$ cat config.mk
export PLATFORM = sky130hd
export DESIGN_NAME = addr_gen_top
export DESIGN_NICKNAME = d
export VERILOG_FILES = /design/src/source/addr_ctrl_pkg.sv /design/src/source/lane_table_pkg.sv /design/src/source/addr_gen_top.sv /design/src/source/wr_lane_bank.sv /design/src/source/rd_lane_bank.sv /design/src/source/frame_counters.sv
export VERILOG_INCLUDE_DIRS = /design/src /design/src/source
export SDC_FILE = /design/constraint.sdc
export NUM_CORES = 1
export LEC_CHECK = 0
export BUFFER_PORTS_ARGS = -buffer_cell sky130_fd_sc_hd__buf_2
export CAP_MARGIN = 20
export CORE_AREA = 2 2 267 269
export CTS_CLUSTER_DIAMETER = 120
export CTS_CLUSTER_SIZE = 14
export DETAILED_ROUTE_END_ITERATION = 8
export DIE_AREA = 0 0 269 271
export PLACE_DENSITY = 0.66
export SETUP_SLACK_MARGIN = 0.02
export SYNTH_ARGS = -nofsm -noshare
export SYNTH_HDL_FRONTEND = slang
export SYNTH_SLANG_ARGS = --single-unit
export TNS_END_PERCENT = 5
$ cat constraint.sdc
create_clock -name clk -period 3.7 [get_ports clk]
set_input_delay 0.37 -clock clk [delete_from_list [all_inputs] [get_ports clk]]
set_output_delay 0.37 -clock clk [all_outputs]
set_load 0.02 [all_outputs]
$ cat src/source/addr_gen_defines.svh
`ifndef ADDR_GEN_DEFINES_SVH
`define ADDR_GEN_DEFINES_SVH

// address and counter widths
`define ADDR_W      8
`define FRAME_W     10

// interleaver geometry
`define NUM_LANES   36
`define NUM_PHASES  3

// base counter increment, modulo 2**ADDR_W
`define BASE_STEP   37

// linear frame counters wrap after this value
`define FRAME_LAST  767

`endif
$ cat src/source/addr_ctrl_pkg.sv
`include "addr_gen_defines.svh"

package addr_ctrl_pkg;

    typedef logic [`ADDR_W-1:0]  lane_addr_t;
    typedef logic [`FRAME_W-1:0] frame_addr_t;

    // 0 is idle, 1..3 pick offset byte 0..2
    typedef logic [1:0] phase_t;

    localparam phase_t PHASE_IDLE = 2'd0;

    typedef struct packed {
        logic   run;
        phase_t rd_phase;
        phase_t wr_phase;
    } phase_ctrl_t;

    // single-cycle strobes
    typedef struct packed {
        logic rd_step;
        logic wr_step;
        logic rd_frame_step;
        logic wr_frame_step;
    } step_ctrl_t;

    typedef lane_addr_t [`NUM_LANES-1:0] lane_addr_vec_t;

    typedef logic [`NUM_LANES-1:0] lane_mask_t;

endpackage

$ cat src/source/lane_table_pkg.sv
`include "addr_gen_defines.svh"

package lane_table_pkg;

    import addr_ctrl_pkg::*;

    // byte 0 in the low bits
    typedef lane_addr_t [`NUM_PHASES-1:0] lane_offset_t;

    // per-lane offsets, written as {byte 2, byte 1, byte 0}
    localparam lane_offset_t lane_offset_table [`NUM_LANES] = '{
        {8'd0,   8'd0,   8'd0},
        {8'd0,   8'd0,   8'd0},
        {8'd0,   8'd0,   8'd0},
        {8'd0,   8'd0,   8'd0},
        {8'd0,   8'd0,   8'd0},
        {8'd0,   8'd0,   8'd0},
        {8'd0,   8'd0,   8'd0},
        {8'd0,   8'd0,   8'd0},
        {8'd0,   8'd255, 8'd0},
        {8'd0,   8'd129, 8'd65},
        {8'd0,   8'd224, 8'd240},
        {8'd0,   8'd216, 8'd236},
        {8'd0,   8'd157, 8'd250},
        {8'd0,   8'd132, 8'd242},
        {8'd0,   8'd184, 8'd247},
        {8'd0,   8'd254, 8'd240},
        {8'd0,   8'd115, 8'd242},
        {8'd0,   8'd209, 8'd164},
        {8'd0,   8'd255, 8'd248},
        {8'd0,   8'd246, 8'd58},
        {8'd0,   8'd253, 8'd215},
        {8'd0,   8'd252, 8'd209},
        {8'd0,   8'd146, 8'd249},
        {8'd0,   8'd231, 8'd250},
        {8'd254, 8'd200, 8'd0},
        {8'd0,   8'd85,  8'd235},
        {8'd0,   8'd229, 8'd69},
        {8'd0,   8'd203, 8'd254},
        {8'd0,   8'd131, 8'd251},
        {8'd0,   8'd115, 8'd254},
        {8'd0,   8'd253, 8'd255},
        {8'd0,   8'd248, 8'd254},
        {8'd0,   8'd255, 8'd243},
        {8'd0,   8'd239, 8'd253},
        {8'd0,   8'd248, 8'd215},
        {8'd0,   8'd252, 8'd164}
    };

    // base plus the phase-selected offset byte, wrapping at 256
    function automatic lane_addr_t lane_address(
        input lane_addr_t   base,
        input lane_offset_t offset,
        input phase_t       phase
    );
        lane_addr_t sel;
        case (phase)
            2'd1:    sel = offset[0];
            2'd2:    sel = offset[1];
            2'd3:    sel = offset[2];
            default: sel = '0;
        endcase
        return lane_addr_t'(base + sel);
    endfunction

endpackage

$ cat src/source/addr_gen_top.sv
`timescale 1ns/1ps

module addr_gen_top (
    input  logic                          clk,
    input  logic                          reset_n,
    input  addr_ctrl_pkg::phase_ctrl_t    ctrl,
    input  addr_ctrl_pkg::step_ctrl_t     step,
    input  addr_ctrl_pkg::lane_mask_t     sync_in,
    output addr_ctrl_pkg::lane_addr_vec_t rd_lane_addr,
    output addr_ctrl_pkg::lane_addr_vec_t wr_lane_addr,
    output addr_ctrl_pkg::lane_mask_t     wr_lane_strobe,
    output addr_ctrl_pkg::frame_addr_t    rd_frame_addr,
    output addr_ctrl_pkg::frame_addr_t    wr_frame_addr
);

    import addr_ctrl_pkg::*;

    lane_addr_t rd_base;
    lane_addr_t wr_base;

    // ----------------------------------------
    // shared counters
    // ----------------------------------------

    frame_counters u_counters (
        .clk           (clk),
        .reset_n       (reset_n),
        .ctrl          (ctrl),
        .step          (step),
        .rd_base       (rd_base),
        .wr_base       (wr_base),
        .rd_frame_addr (rd_frame_addr),
        .wr_frame_addr (wr_frame_addr)
    );

    // ----------------------------------------
    // lane address banks
    // ----------------------------------------

    // read side, one address per branch
    rd_lane_bank u_rd_bank (
        .clk       (clk),
        .reset_n   (reset_n),
        .ctrl      (ctrl),
        .base      (rd_base),
        .lane_addr (rd_lane_addr)
    );

    // write side, addresses plus sync-gated strobes
    wr_lane_bank u_wr_bank (
        .clk         (clk),
        .reset_n     (reset_n),
        .ctrl        (ctrl),
        .base        (wr_base),
        .sync        (sync_in),
        .lane_addr   (wr_lane_addr),
        .lane_strobe (wr_lane_strobe)
    );

endmodule

$ cat src/source/wr_lane_bank.sv
`timescale 1ns/1ps

`include "addr_gen_defines.svh"

module wr_lane_bank (
    input  logic                          clk,
    input  logic                          reset_n,
    input  addr_ctrl_pkg::phase_ctrl_t    ctrl,
    input  addr_ctrl_pkg::lane_addr_t     base,
    input  addr_ctrl_pkg::lane_mask_t     sync,
    output addr_ctrl_pkg::lane_addr_vec_t lane_addr,
    output addr_ctrl_pkg::lane_mask_t     lane_strobe
);

    import addr_ctrl_pkg::*;
    import lane_table_pkg::*;

    logic           active;
    wire  lane_addr_vec_t next_addr;

    assign active = ctrl.run && (ctrl.wr_phase != PHASE_IDLE);

    genvar i;
    generate
        for (i = 0; i < `NUM_LANES; i++)
        begin : g_lane
            assign next_addr[i] = lane_address(base, lane_offset_table[i], ctrl.wr_phase);
        end
    endgenerate

    // ----------------------------------------
    // write addresses
    // ----------------------------------------

    always_ff @(posedge clk or negedge reset_n)
    begin
        if (!reset_n)
            lane_addr <= '0;
        else if (active)
            lane_addr <= next_addr;
    end

    // ----------------------------------------
    // RAM write strobes
    // ----------------------------------------

    // one cycle wide, dropped whenever the write side is idle
    always_ff @(posedge clk or negedge reset_n)
    begin
        if (!reset_n)
            lane_strobe <= '0;
        else if (active)
            lane_strobe <= sync;
        else
            lane_strobe <= '0;
    end

endmodule

$ cat src/source/rd_lane_bank.sv
`timescale 1ns/1ps

`include "addr_gen_defines.svh"

module rd_lane_bank (
    input  logic                          clk,
    input  logic                          reset_n,
    input  addr_ctrl_pkg::phase_ctrl_t    ctrl,
    input  addr_ctrl_pkg::lane_addr_t     base,
    output addr_ctrl_pkg::lane_addr_vec_t lane_addr
);

    import addr_ctrl_pkg::*;
    import lane_table_pkg::*;

    logic           active;
    wire  lane_addr_vec_t next_addr;

    assign active = ctrl.run && (ctrl.rd_phase != PHASE_IDLE);

    // per-lane address from the shared base
    genvar i;
    generate
        for (i = 0; i < `NUM_LANES; i++)
        begin : g_lane
            assign next_addr[i] = lane_address(base, lane_offset_table[i], ctrl.rd_phase);
        end
    endgenerate

    // hold on idle phases
    always_ff @(posedge clk or negedge reset_n)
    begin
        if (!reset_n)
            lane_addr <= '0;
        else if (active)
            lane_addr <= next_addr;
    end

endmodule

$ cat src/source/frame_counters.sv
`timescale 1ns/1ps

`include "addr_gen_defines.svh"

module frame_counters (
    input  logic                       clk,
    input  logic                       reset_n,
    input  addr_ctrl_pkg::phase_ctrl_t ctrl,
    input  addr_ctrl_pkg::step_ctrl_t  step,
    output addr_ctrl_pkg::lane_addr_t  rd_base,
    output addr_ctrl_pkg::lane_addr_t  wr_base,
    output addr_ctrl_pkg::frame_addr_t rd_frame_addr,
    output addr_ctrl_pkg::frame_addr_t wr_frame_addr
);

    import addr_ctrl_pkg::*;

    function automatic lane_addr_t next_base(input lane_addr_t cur);
        return lane_addr_t'(cur + `BASE_STEP);
    endfunction

    function automatic frame_addr_t next_frame(input frame_addr_t cur);
        if (cur == frame_addr_t'(`FRAME_LAST))
            return '0;
        return cur + 1'b1;
    endfunction

    // ----------------------------------------
    // base counters, held at zero while idle
    // ----------------------------------------

    always_ff @(posedge clk or negedge reset_n)
    begin
        if (!reset_n)
            rd_base <= '0;
        else if (!ctrl.run)
            rd_base <= '0;
        else if (step.rd_step)
            rd_base <= next_base(rd_base);
    end

    always_ff @(posedge clk or negedge reset_n)
    begin
        if (!reset_n)
            wr_base <= '0;
        else if (!ctrl.run)
            wr_base <= '0;
        else if (step.wr_step)
            wr_base <= next_base(wr_base);
    end

    // ----------------------------------------
    // linear frame counters
    // ----------------------------------------

    // free of run, only the frame strobes move them
    always_ff @(posedge clk or negedge reset_n)
    begin
        if (!reset_n)
            rd_frame_addr <= '0;
        else if (step.rd_frame_step)
            rd_frame_addr <= next_frame(rd_frame_addr);
    end

    always_ff @(posedge clk or negedge reset_n)
    begin
        if (!reset_n)
            wr_frame_addr <= '0;
        else if (step.wr_frame_step)
            wr_frame_addr <= next_frame(wr_frame_addr);
    end

endmodule

==> results of run 1 <==
[state kept, by name, summed over array words and instances, names as in the netlist]
register / count
u_counters.wr_base: 8
u_counters.rd_base: 8
u_rd_bank.lane_addr: 186
u_wr_bank.lane_strobe: 36
u_counters.wr_frame_addr: 10
u_counters.rd_frame_addr: 10
u_wr_bank.lane_addr: 186
[metal layers]
layer | vias up | routed length [µm] | global-route usage
met5 | - | 25 | 0
met4 | 4 | 3440 | 0.0857
met3 | 179 | 6980 | 0.0428
met2 | 1051 | 44200 | 0.404
met1 | 11041 | 41100 | 0.359
li1 | 10456 | - | -
[power by group]
group,switching [mW],leakage (nW),internal (mW)
clock,1.82,0.496,1.90
sequential,0.816,5.63,5.74
combinational,4.23,8.82,2.00
total,6.86,14.9,9.64
[synth_stat cells, drive strengths merged, types with 5 or more instances]
| cell type | count | area share |
|---|---|---|
| a211oi | 7 | 0.0020 |
| a21boi | 8 | 0.0024 |
| a21o | 37 | 0.011 |
| a21oi | 117 | 0.022 |
| a221o | 6 | 0.0023 |
| a31o | 8 | 0.0027 |
| a31oi | 62 | 0.015 |
| a41oi | 6 | 0.0020 |
| and2 | 69 | 0.016 |
| and3 | 11 | 0.0026 |
| buf | 314 | 0.082 |
| clkbuf | 106 | 0.015 |
| clkinv | 5 | 0.00072 |
| dfrtp | 444 | 0.42 |
| fa | 7 | 0.0053 |
| ha | 62 | 0.030 |
| inv | 38 | 0.0054 |
| mux2i | 7 | 0.0027 |
| nand2 | 575 | 0.082 |
| nand2b | 6 | 0.0014 |
| nand3 | 30 | 0.0062 |
| nand3b | 5 | 0.0014 |
| nand4 | 10 | 0.0024 |
| nand4b | 5 | 0.0022 |
| nor2 | 67 | 0.0096 |
| nor2b | 21 | 0.0050 |
| nor3 | 8 | 0.0015 |
| o211ai | 9 | 0.0028 |
| o21a | 7 | 0.0020 |
| o21ai | 416 | 0.080 |
| o21bai | 14 | 0.0040 |
| o22ai | 18 | 0.0045 |
| o31ai | 8 | 0.0023 |
| or4 | 5 | 0.0014 |
| xnor2 | 259 | 0.089 |
| xor2 | 116 | 0.041 |
[cell usage in the layout (no fill, tap or decap), types with 7 or more instances in the layout]
master and n:
sky130_fd_sc_hd__a211oi_1 7, sky130_fd_sc_hd__a21o_1 37, sky130_fd_sc_hd__a21oi_1 116, sky130_fd_sc_hd__a31o_2 8, sky130_fd_sc_hd__a31oi_1 61, sky130_fd_sc_hd__and2_1 67
sky130_fd_sc_hd__and3_1 11, sky130_fd_sc_hd__buf_12 10, sky130_fd_sc_hd__buf_2 677, sky130_fd_sc_hd__buf_4 90, sky130_fd_sc_hd__clkbuf_16 39, sky130_fd_sc_hd__dfrtp_1 443
sky130_fd_sc_hd__dlygate4sd3_1 23, sky130_fd_sc_hd__fa_1 7, sky130_fd_sc_hd__ha_1 61, sky130_fd_sc_hd__inv_1 37, sky130_fd_sc_hd__mux2i_1 7, sky130_fd_sc_hd__nand2_1 575
sky130_fd_sc_hd__nand3_1 29, sky130_fd_sc_hd__nand4_1 10, sky130_fd_sc_hd__nor2_1 67, sky130_fd_sc_hd__nor2b_1 19, sky130_fd_sc_hd__nor3_1 8, sky130_fd_sc_hd__o211ai_1 8
sky130_fd_sc_hd__o21a_1 7, sky130_fd_sc_hd__o21ai_0 388, sky130_fd_sc_hd__o21ai_1 25, sky130_fd_sc_hd__o21bai_1 14, sky130_fd_sc_hd__o22ai_1 17, sky130_fd_sc_hd__o31ai_1 8
sky130_fd_sc_hd__xnor2_1 251, sky130_fd_sc_hd__xor2_1 108, sky130_fd_sc_hd__xor2_2 7
[cell families (layout without fill, tap and decap cells)]
kind of cell,count (synthesis),after routing,share of synthesized area
AO/OA/AOI/OAI,762,762,0.169
XOR/XNOR,375,375,0.130
adder cells (fa/ha/maj),69,69,0.0349
buffers and inverters,463,888,0.103
flip-flops,444,444,0.423
multiplexers,8,8,0.00310
other,0,2,0
AND/OR/NAND/NOR,828,828,0.137
[worst paths after layout]
path,endpoint,slack (ns),depth (start not counted)
worst max-delay path,u_rd_bank.lane_addr[103]$_DFFE_PN0P_,0.74,7
min in group asynchronous,u_wr_bank.lane_addr[106]$_DFFE_PN0P_,0.43,2
worst min-delay path,u_wr_bank.lane_strobe[3]$_DFF_PN0_,0.03,2
worst max register to register,u_rd_bank.lane_addr[103]$_DFFE_PN0P_,0.74,7
worst min register to register,u_wr_bank.lane_addr[170]$_DFFE_PN0P_,0.47,2
max in group asynchronous,u_rd_bank.lane_addr[180]$_DFFE_PN0P_,2.21,3
[metrics by stage]
step	total power, mW	worst slack (ns)	cells
global placement	12.8	0.350	4247
global route	17.3	0.627	4315
finish	16.5	0.738	4316
floorplan	10.6	0.740	2949
detailed placement	12.8	0.278	4247
CTS	16.6	0.838	4314
[cell type report]
class                   count  area, µm²  share of cell area
clock inverters             1       8.76            0.000288
multi-input cells        2042      12500               0.410
diodes                      2       5.00            0.000164
well taps                 940       1180              0.0386
repair buffers            801       4510               0.148
clock buffers              43       1000              0.0329
flip-flops and latches    444      11100               0.365
inverters                  43        161             0.00530
==> qor.tcl, run 1 <==
set qor(cts.hold.buffers_added) 23
set qor(buffer_ports.inserted) 678
set qor(nFillCells) 6978
set qor(yosysWarningCount) 0
set qor(timing_hold_violations_final) 0
set qor(drt-pass1-iter-count) 6
set qor(clkSinkCount) 444
set qor(netlist_area_um2) 26200
set qor(worst_skew_pair.late_latency_ns) 0.58
set qor(r2r_start) {u_counters.rd_base[2]$_DFFE_PN0P_}
set qor(slew-limit-headroom) 0.312
set qor(crit_type) {reg -> reg}
set qor(dpl-instance-area_um2) 29200
set qor(placementRows) 97
set qor(htree_num_levels) 2
set qor(max_freq_mhz) 338
set qor(drive_gt1_frac) 0.257
set qor(drt-wirelength-per-cell_um) 22.2
set qor(hold-worst-slack_ns) 0.0345
set qor(grt_pass1_vias) 21383
set qor(cts_setup_buffers) 0
set qor(tritoncts) {yes}
set qor(cp_max_fo) 26
set qor(worst_setup_path_startpoint) {u_counters.rd_base[2]$_DFFE_PN0P_}
set qor(clkTransAtPathRegs_ns) 0.07
set qor(post-dp-hpwl_mm) 72.6
set qor(antenna_violations_before_repair) 3
set qor(yosys_register_bits) 444
set qor(syn_avg_cell_area_um2) 8.90
set qor(worstSetupEndpointType) {flip-flop}
set qor(timing.final.max_slew_violations) 0
set qor(worst_ir_drop_vdd_mv) 0.343
set qor(critPathLaunchType) {flip-flop}
set qor(route.vias.total) 22731
set qor(worstPathRequired_ns) 4.21
set qor(drt_drc_violations_left) 0
set qor(async_reset_ff_frac) 1.00
set qor(syn_to_final_growth_pct) 16.0
set qor(gr-usage-all-layers) 0.257
set qor(critical_path.max_stage_delay_ns) 1.02
set qor(gp_routability_congestion) 1.00
set qor(routed_wirelength_mm) 95.8
set qor(power.static_leakage_nw) 14.9
set qor(status) {completed}
set qor(hold_path.startpoint) {sync_in[3]}
set qor(layout_min_cycle_time_ns) 2.96
set qor(synth_edf_count) 0
set qor(cp.buffers_inverters) 1
set qor(final_net_count) 3485
set qor(dieHeight_um) 271
set qor(die_width_um) 269
set qor(fp.dieArea_um2) 72900
set qor(share_of_the_clock_period_used_by_the_worst_path) 0.801
set qor(yosysSeqAreaShare) 0.423
set qor(io_pins) 679
set qor(route.detailed.vias_per_inst) 5.27
set qor(synth_fp_nets) 3065
set qor(worstPathArrival_ns) 3.47
set qor(grt_remaining_overflow) 0
set qor(ys_dominant_reg_cell) {sky130_fd_sc_hd__dfrtp_1}
set qor(worst-slew-pin-transition_ns) 1.03
set qor(hp_class) {in -> reg}
set qor(powerDensity_nw_per_um2) 542
set qor(grt_start_max_net_pins) 145
set qor(clock_buffers_created_by_tritoncts) 37
set qor(fin_area_um2) 30500
set qor(worst_path_max_delay_cell) {sky130_fd_sc_hd__dfrtp_1}
set qor(post_cts.resized_instances) 0
set qor(worstPathCellList) {buf_4 > nand4b_1 > nand3_4 > a21oi_2 > o21ai_2 > or4_1 > nand3_1}
set qor(core_area_um2) 69800
set qor(post-route-util) 0.436
set qor(max_cap_violations) 0
set qor(finalClockSkew_ns) 0.0257
set qor(path_delay_family) {flip-flops}
set qor(grt_first_pass_wirelength_mm) 142
set qor(netlist_instances) 2949
set qor(initial_utilization) 0.376
set qor(post_synth_num_cell_types) 86
set qor(ant_nets) 0
set qor(tns_ns) 0
set qor(setup_viol_count_final) 0
set qor(drt_iter0_drcs) 2756
set qor(rsz0062_at_grt) {false}
set qor(ctsRootBufferMaster) {sky130_fd_sc_hd__clkbuf_16}
set qor(cts_buffer_depth) 3
Power figures use the tool's default switching activity.
==> run 2, diff against run 1 <==
clock period = 2.76 ns   (was 3.7 ns; I/O delays follow)
==> run 2 against run 1 <==
Net effect:
- sequential cell count did not move
- clock power rose by 35%
- final cell count rose by 4.5%
- via count rose by 3.3%
- clock skew rose by 0.00059 ns
- highest routed layer unchanged
==> qor.tcl, run 2 (synthesized netlist as in run 1, its figures left out) <==
set qor(post-route-util) 0.461 ;# was 0.436
set qor(io_pins) 679 ;# unchanged
set qor(cell_mode_on_critical_path) {sky130_fd_sc_hd__a31oi_1}
set qor(tritoncts) {yes} ;# unchanged
set qor(dieHeight_um) 271 ;# unchanged
set qor(clkPwrFrac) 0.223 ;# was 0.225
set qor(stdcell_count) 4511 ;# was 4316
set qor(layout_setup_ws_ns) 0.0478 ;# was 0.738 ns
set qor(worst_skew_pair.late_latency_ns) 0.59 ;# was 0.58 ns
set qor(buffer_ports.inserted) 678 ;# unchanged
set qor(power.static_leakage_nw) 15.9 ;# was 14.9 nW
set qor(worstPathCellList) {ha_1 > a31o_2 > a31oi_1 > o211ai_1 > a31oi_1 > xnor2_1 > o21ai_0} ;# was buf_4 > nand4b_1 > nand3_4 > a21oi_2 > o21ai_2 > or4_1 > nand3_1
set qor(worstPathRequired_ns) 3.23 ;# was 4.21 ns
set qor(cell_internal_pwr_mw) 13.2 ;# was 9.64 mW
set qor(drive_gt1_frac) 0.294 ;# was 0.257
set qor(cp_max_fo) 9 ;# was 26
set qor(power_frac_seq) 0.389 ;# was 0.397
set qor(worstPathArrival_ns) 3.18 ;# was 3.47 ns
set qor(hold-worst-slack_ns) 0.0927 ;# was 0.0345 ns
set qor(worst_ir_drop_vdd_mv) 0.400 ;# was 0.343 mV
set qor(clock_buffers_created_by_tritoncts) 38 ;# was 37
set qor(cts_setup_buffers) 0 ;# unchanged
set qor(hp_class) {in -> reg} ;# unchanged
set qor(max_freq_mhz) 369 ;# was 338 MHz
set qor(setup_viol_count_final) 0 ;# unchanged
set qor(gr-usage-all-layers) 0.262 ;# was 0.257
set qor(route.vias.total) 23484 ;# was 22731
set qor(post-layout-total-power_mw) 22.6 ;# was 16.5 mW
set qor(switching_power_mw) 9.35 ;# was 6.86 mW
set qor(placementRows) 97 ;# unchanged
set qor(crit_type) {reg -> reg} ;# unchanged
set qor(drt-pass1-iter-count) 6 ;# unchanged
set qor(drt-wirelength-per-cell_um) 21.7 ;# was 22.2 µm
set qor(grt_remaining_overflow) 0 ;# unchanged
set qor(cts_buffer_depth) 3 ;# unchanged
set qor(initial_utilization) 0.376 ;# unchanged
set qor(core_area_um2) 69800 ;# unchanged
set qor(gp_routability_congestion) 0.994 ;# was 1.00
set qor(grt_first_pass_wirelength_mm) 144 ;# was 142 mm
set qor(timing_hold_violations_final) 0 ;# unchanged
set qor(die_width_um) 269 ;# unchanged
set qor(powerDensity_nw_per_um2) 701 ;# was 542 nW/µm²
set qor(slew-limit-headroom) 0.367 ;# was 0.312
set qor(status) {completed} ;# unchanged
set qor(fp.dieArea_um2) 72900 ;# unchanged
set qor(worstSetupEndpointType) {flip-flop} ;# unchanged
set qor(nFillCells) 6822 ;# was 6978
set qor(finalClockSkew_ns) 0.0263 ;# was 0.0257 ns
set qor(critPathLaunchType) {flip-flop} ;# unchanged
set qor(total_placed_cells_including_tap_cells) 4426 ;# was 4247
set qor(drt_drc_violations_left) 0 ;# unchanged
set qor(preCtsSetupSlack_ns) -0.194 ;# was 0.278 ns
set qor(layout_common_cells) {677 x sky130_fd_sc_hd__buf_2, 575 x sky130_fd_sc_hd__nand2_1, 443 x sky130_fd_sc_hd__dfrtp_1, 388 x sky130_fd_sc_hd__o21ai_0, 253 x sky130_fd_sc_hd__buf_4} ;# was 677 x sky130_fd_sc_hd__buf_2, 575 x sky130_fd_sc_hd__nand2_1, 443 x sky130_fd_sc_hd__dfrtp_1, 388 x sky130_fd_sc_hd__o21ai_0, 251 x sky130_fd_sc_hd__xnor2_1
set qor(final_net_count) 3681 ;# was 3485
set qor(p_comb_frac) 0.389 ;# was 0.377
set qor(share_of_the_clock_period_used_by_the_worst_path) 0.983 ;# was 0.801
set qor(route.detailed.vias_per_inst) 5.21 ;# was 5.27
set qor(power.share.switching) 0.415 ;# was 0.416
set qor(ant_nets) 0 ;# unchanged
set qor(worst-slew-pin-transition_ns) 0.943 ;# was 1.03 ns
set qor(drt_iter0_drcs) 2274 ;# was 2756
set qor(ctsRootBufferMaster) {sky130_fd_sc_hd__clkbuf_16} ;# unchanged
set qor(routed_wirelength_mm) 97.7 ;# was 95.8 mm
set qor(critical_path.max_stage_delay_ns) 0.64 ;# was 1.02 ns
set qor(rsz0062_at_grt) {false} ;# unchanged
set qor(layout_min_cycle_time_ns) 2.71 ;# was 2.96 ns
set qor(timing.final.max_slew_violations) 0 ;# unchanged
set qor(most_common_cell_after_layout_fill_and_taps_aside) {sky130_fd_sc_hd__buf_2} ;# unchanged
set qor(clkTransAtPathRegs_ns) 0.08 ;# was 0.07 ns
set qor(syn_to_final_growth_pct) 22.5 ;# was 16.0%
set qor(antenna_violations_before_repair) 4 ;# was 3
set qor(worst_path_max_delay_cell) {sky130_fd_sc_hd__dfrtp_1} ;# unchanged
set qor(grt_pass1_vias) 22152 ;# was 21383
set qor(post-dp-hpwl_mm) 75.6 ;# was 72.6 mm
set qor(clkSinkCount) 444 ;# unchanged
set qor(htree_num_levels) 2 ;# unchanged
set qor(max_cap_violations) 0 ;# unchanged
set qor(grt_start_max_net_pins) 79 ;# was 145
set qor(largestRegisters) {u_rd_bank.lane_addr x186, u_wr_bank.lane_addr x186, u_wr_bank.lane_strobe x36} ;# unchanged
-- run 2: cell types whose count changed in the layout (fill, tap and decap cells not counted), sizes merged --
cell | previous run | this run
buf | 778 | 957
clkbuf | 43 | 40
clkinvlp | 0 | 1
inv | 39 | 40
dlygate4sd3 | 23 | 39
clkinv | 5 | 7
diode | 2 | 1
-- run 2: cell type report --
class	instances	area, µm²	area share
Multi-Input combinational cell	2042	12500	0.388
Sequential cell	444	11100	0.346
Timing Repair Buffer	996	6210	0.193
Tap cell	940	1180	0.0366
Clock buffer	40	958	0.0298
Inverter	43	161	0.00502
Clock inverter	5	57.6	0.00179
Antenna cell	1	2.50	0.0000778
-- run 2: through the flow --
step	area (µm²)	setup TNS (ns)
after floorplan	26200	0
after global placement	30800	-0.381
after detailed placement	30800	-0.384
after CTS	32200	0
after global routing	32200	0
final	32200	0
-- run 2: worst paths after layout --
check,slack (ns),endpoint,start,depth (start not counted)
setup reg to reg,0.05,u_rd_bank.lane_addr[271]$_DFFE_PN0P_,u_counters.rd_base[2]$_DFFE_PN0P_,7
min in group asynchronous,0.22,u_rd_bank.lane_addr[264]$_DFFE_PN0P_,reset_n,2
hold / removal,0.09,u_counters.wr_base[1]$_DFFE_PN0P_,step[2],3
hold reg to reg,0.47,u_wr_bank.lane_addr[132]$_DFFE_PN0P_,u_wr_bank.lane_addr[132]$_DFFE_PN0P_,2
setup / recovery,0.05,u_rd_bank.lane_addr[271]$_DFFE_PN0P_,u_counters.rd_base[2]$_DFFE_PN0P_,7
max in group asynchronous,1.52,u_rd_bank.lane_addr[279]$_DFFE_PN0P_,reset_n,4
-- run 2: metal layers --
| metal | up-vias | part of all wire | GRT usage |
|---|---|---|---|
| met5 | - | 0.00013 | 0 |
| met4 | 2 | 0.033 | 0.0814 |
| met3 | 166 | 0.077 | 0.0497 |
| li1 | 10856 | - | - |
| met1 | 11366 | 0.42 | 0.358 |
| met2 | 1094 | 0.47 | 0.419 |
-- run 2: critical path: cells and delay by family, from the launching register on --
kind	cells	cell delay, ns
XOR/XNOR	1	0.17
AO/OA/AOI/OAI	5	1.41
adder cells (fa/ha/maj)	1	0.36
flip-flops	1	0.64
-- run 2: what timing repair did --
item | in CTS | in global routing
resized for setup | 0 | 0
hold endpoints to repair | 88 | 0
hold buffers | 39 | 0
-- run 2: power by group through the flow --
stage / clock network, mW / logic [mW] / registers (mW)
after global placement: 0 / 8.63 / 8.87
final: 5.02 / 8.77 / 8.77
after detailed placement: 0 / 8.69 / 8.88
after floorplan: 0 / 4.13 / 10.0
after CTS: 5.16 / 8.76 / 8.77
after global routing: 5.40 / 9.38 / 8.90
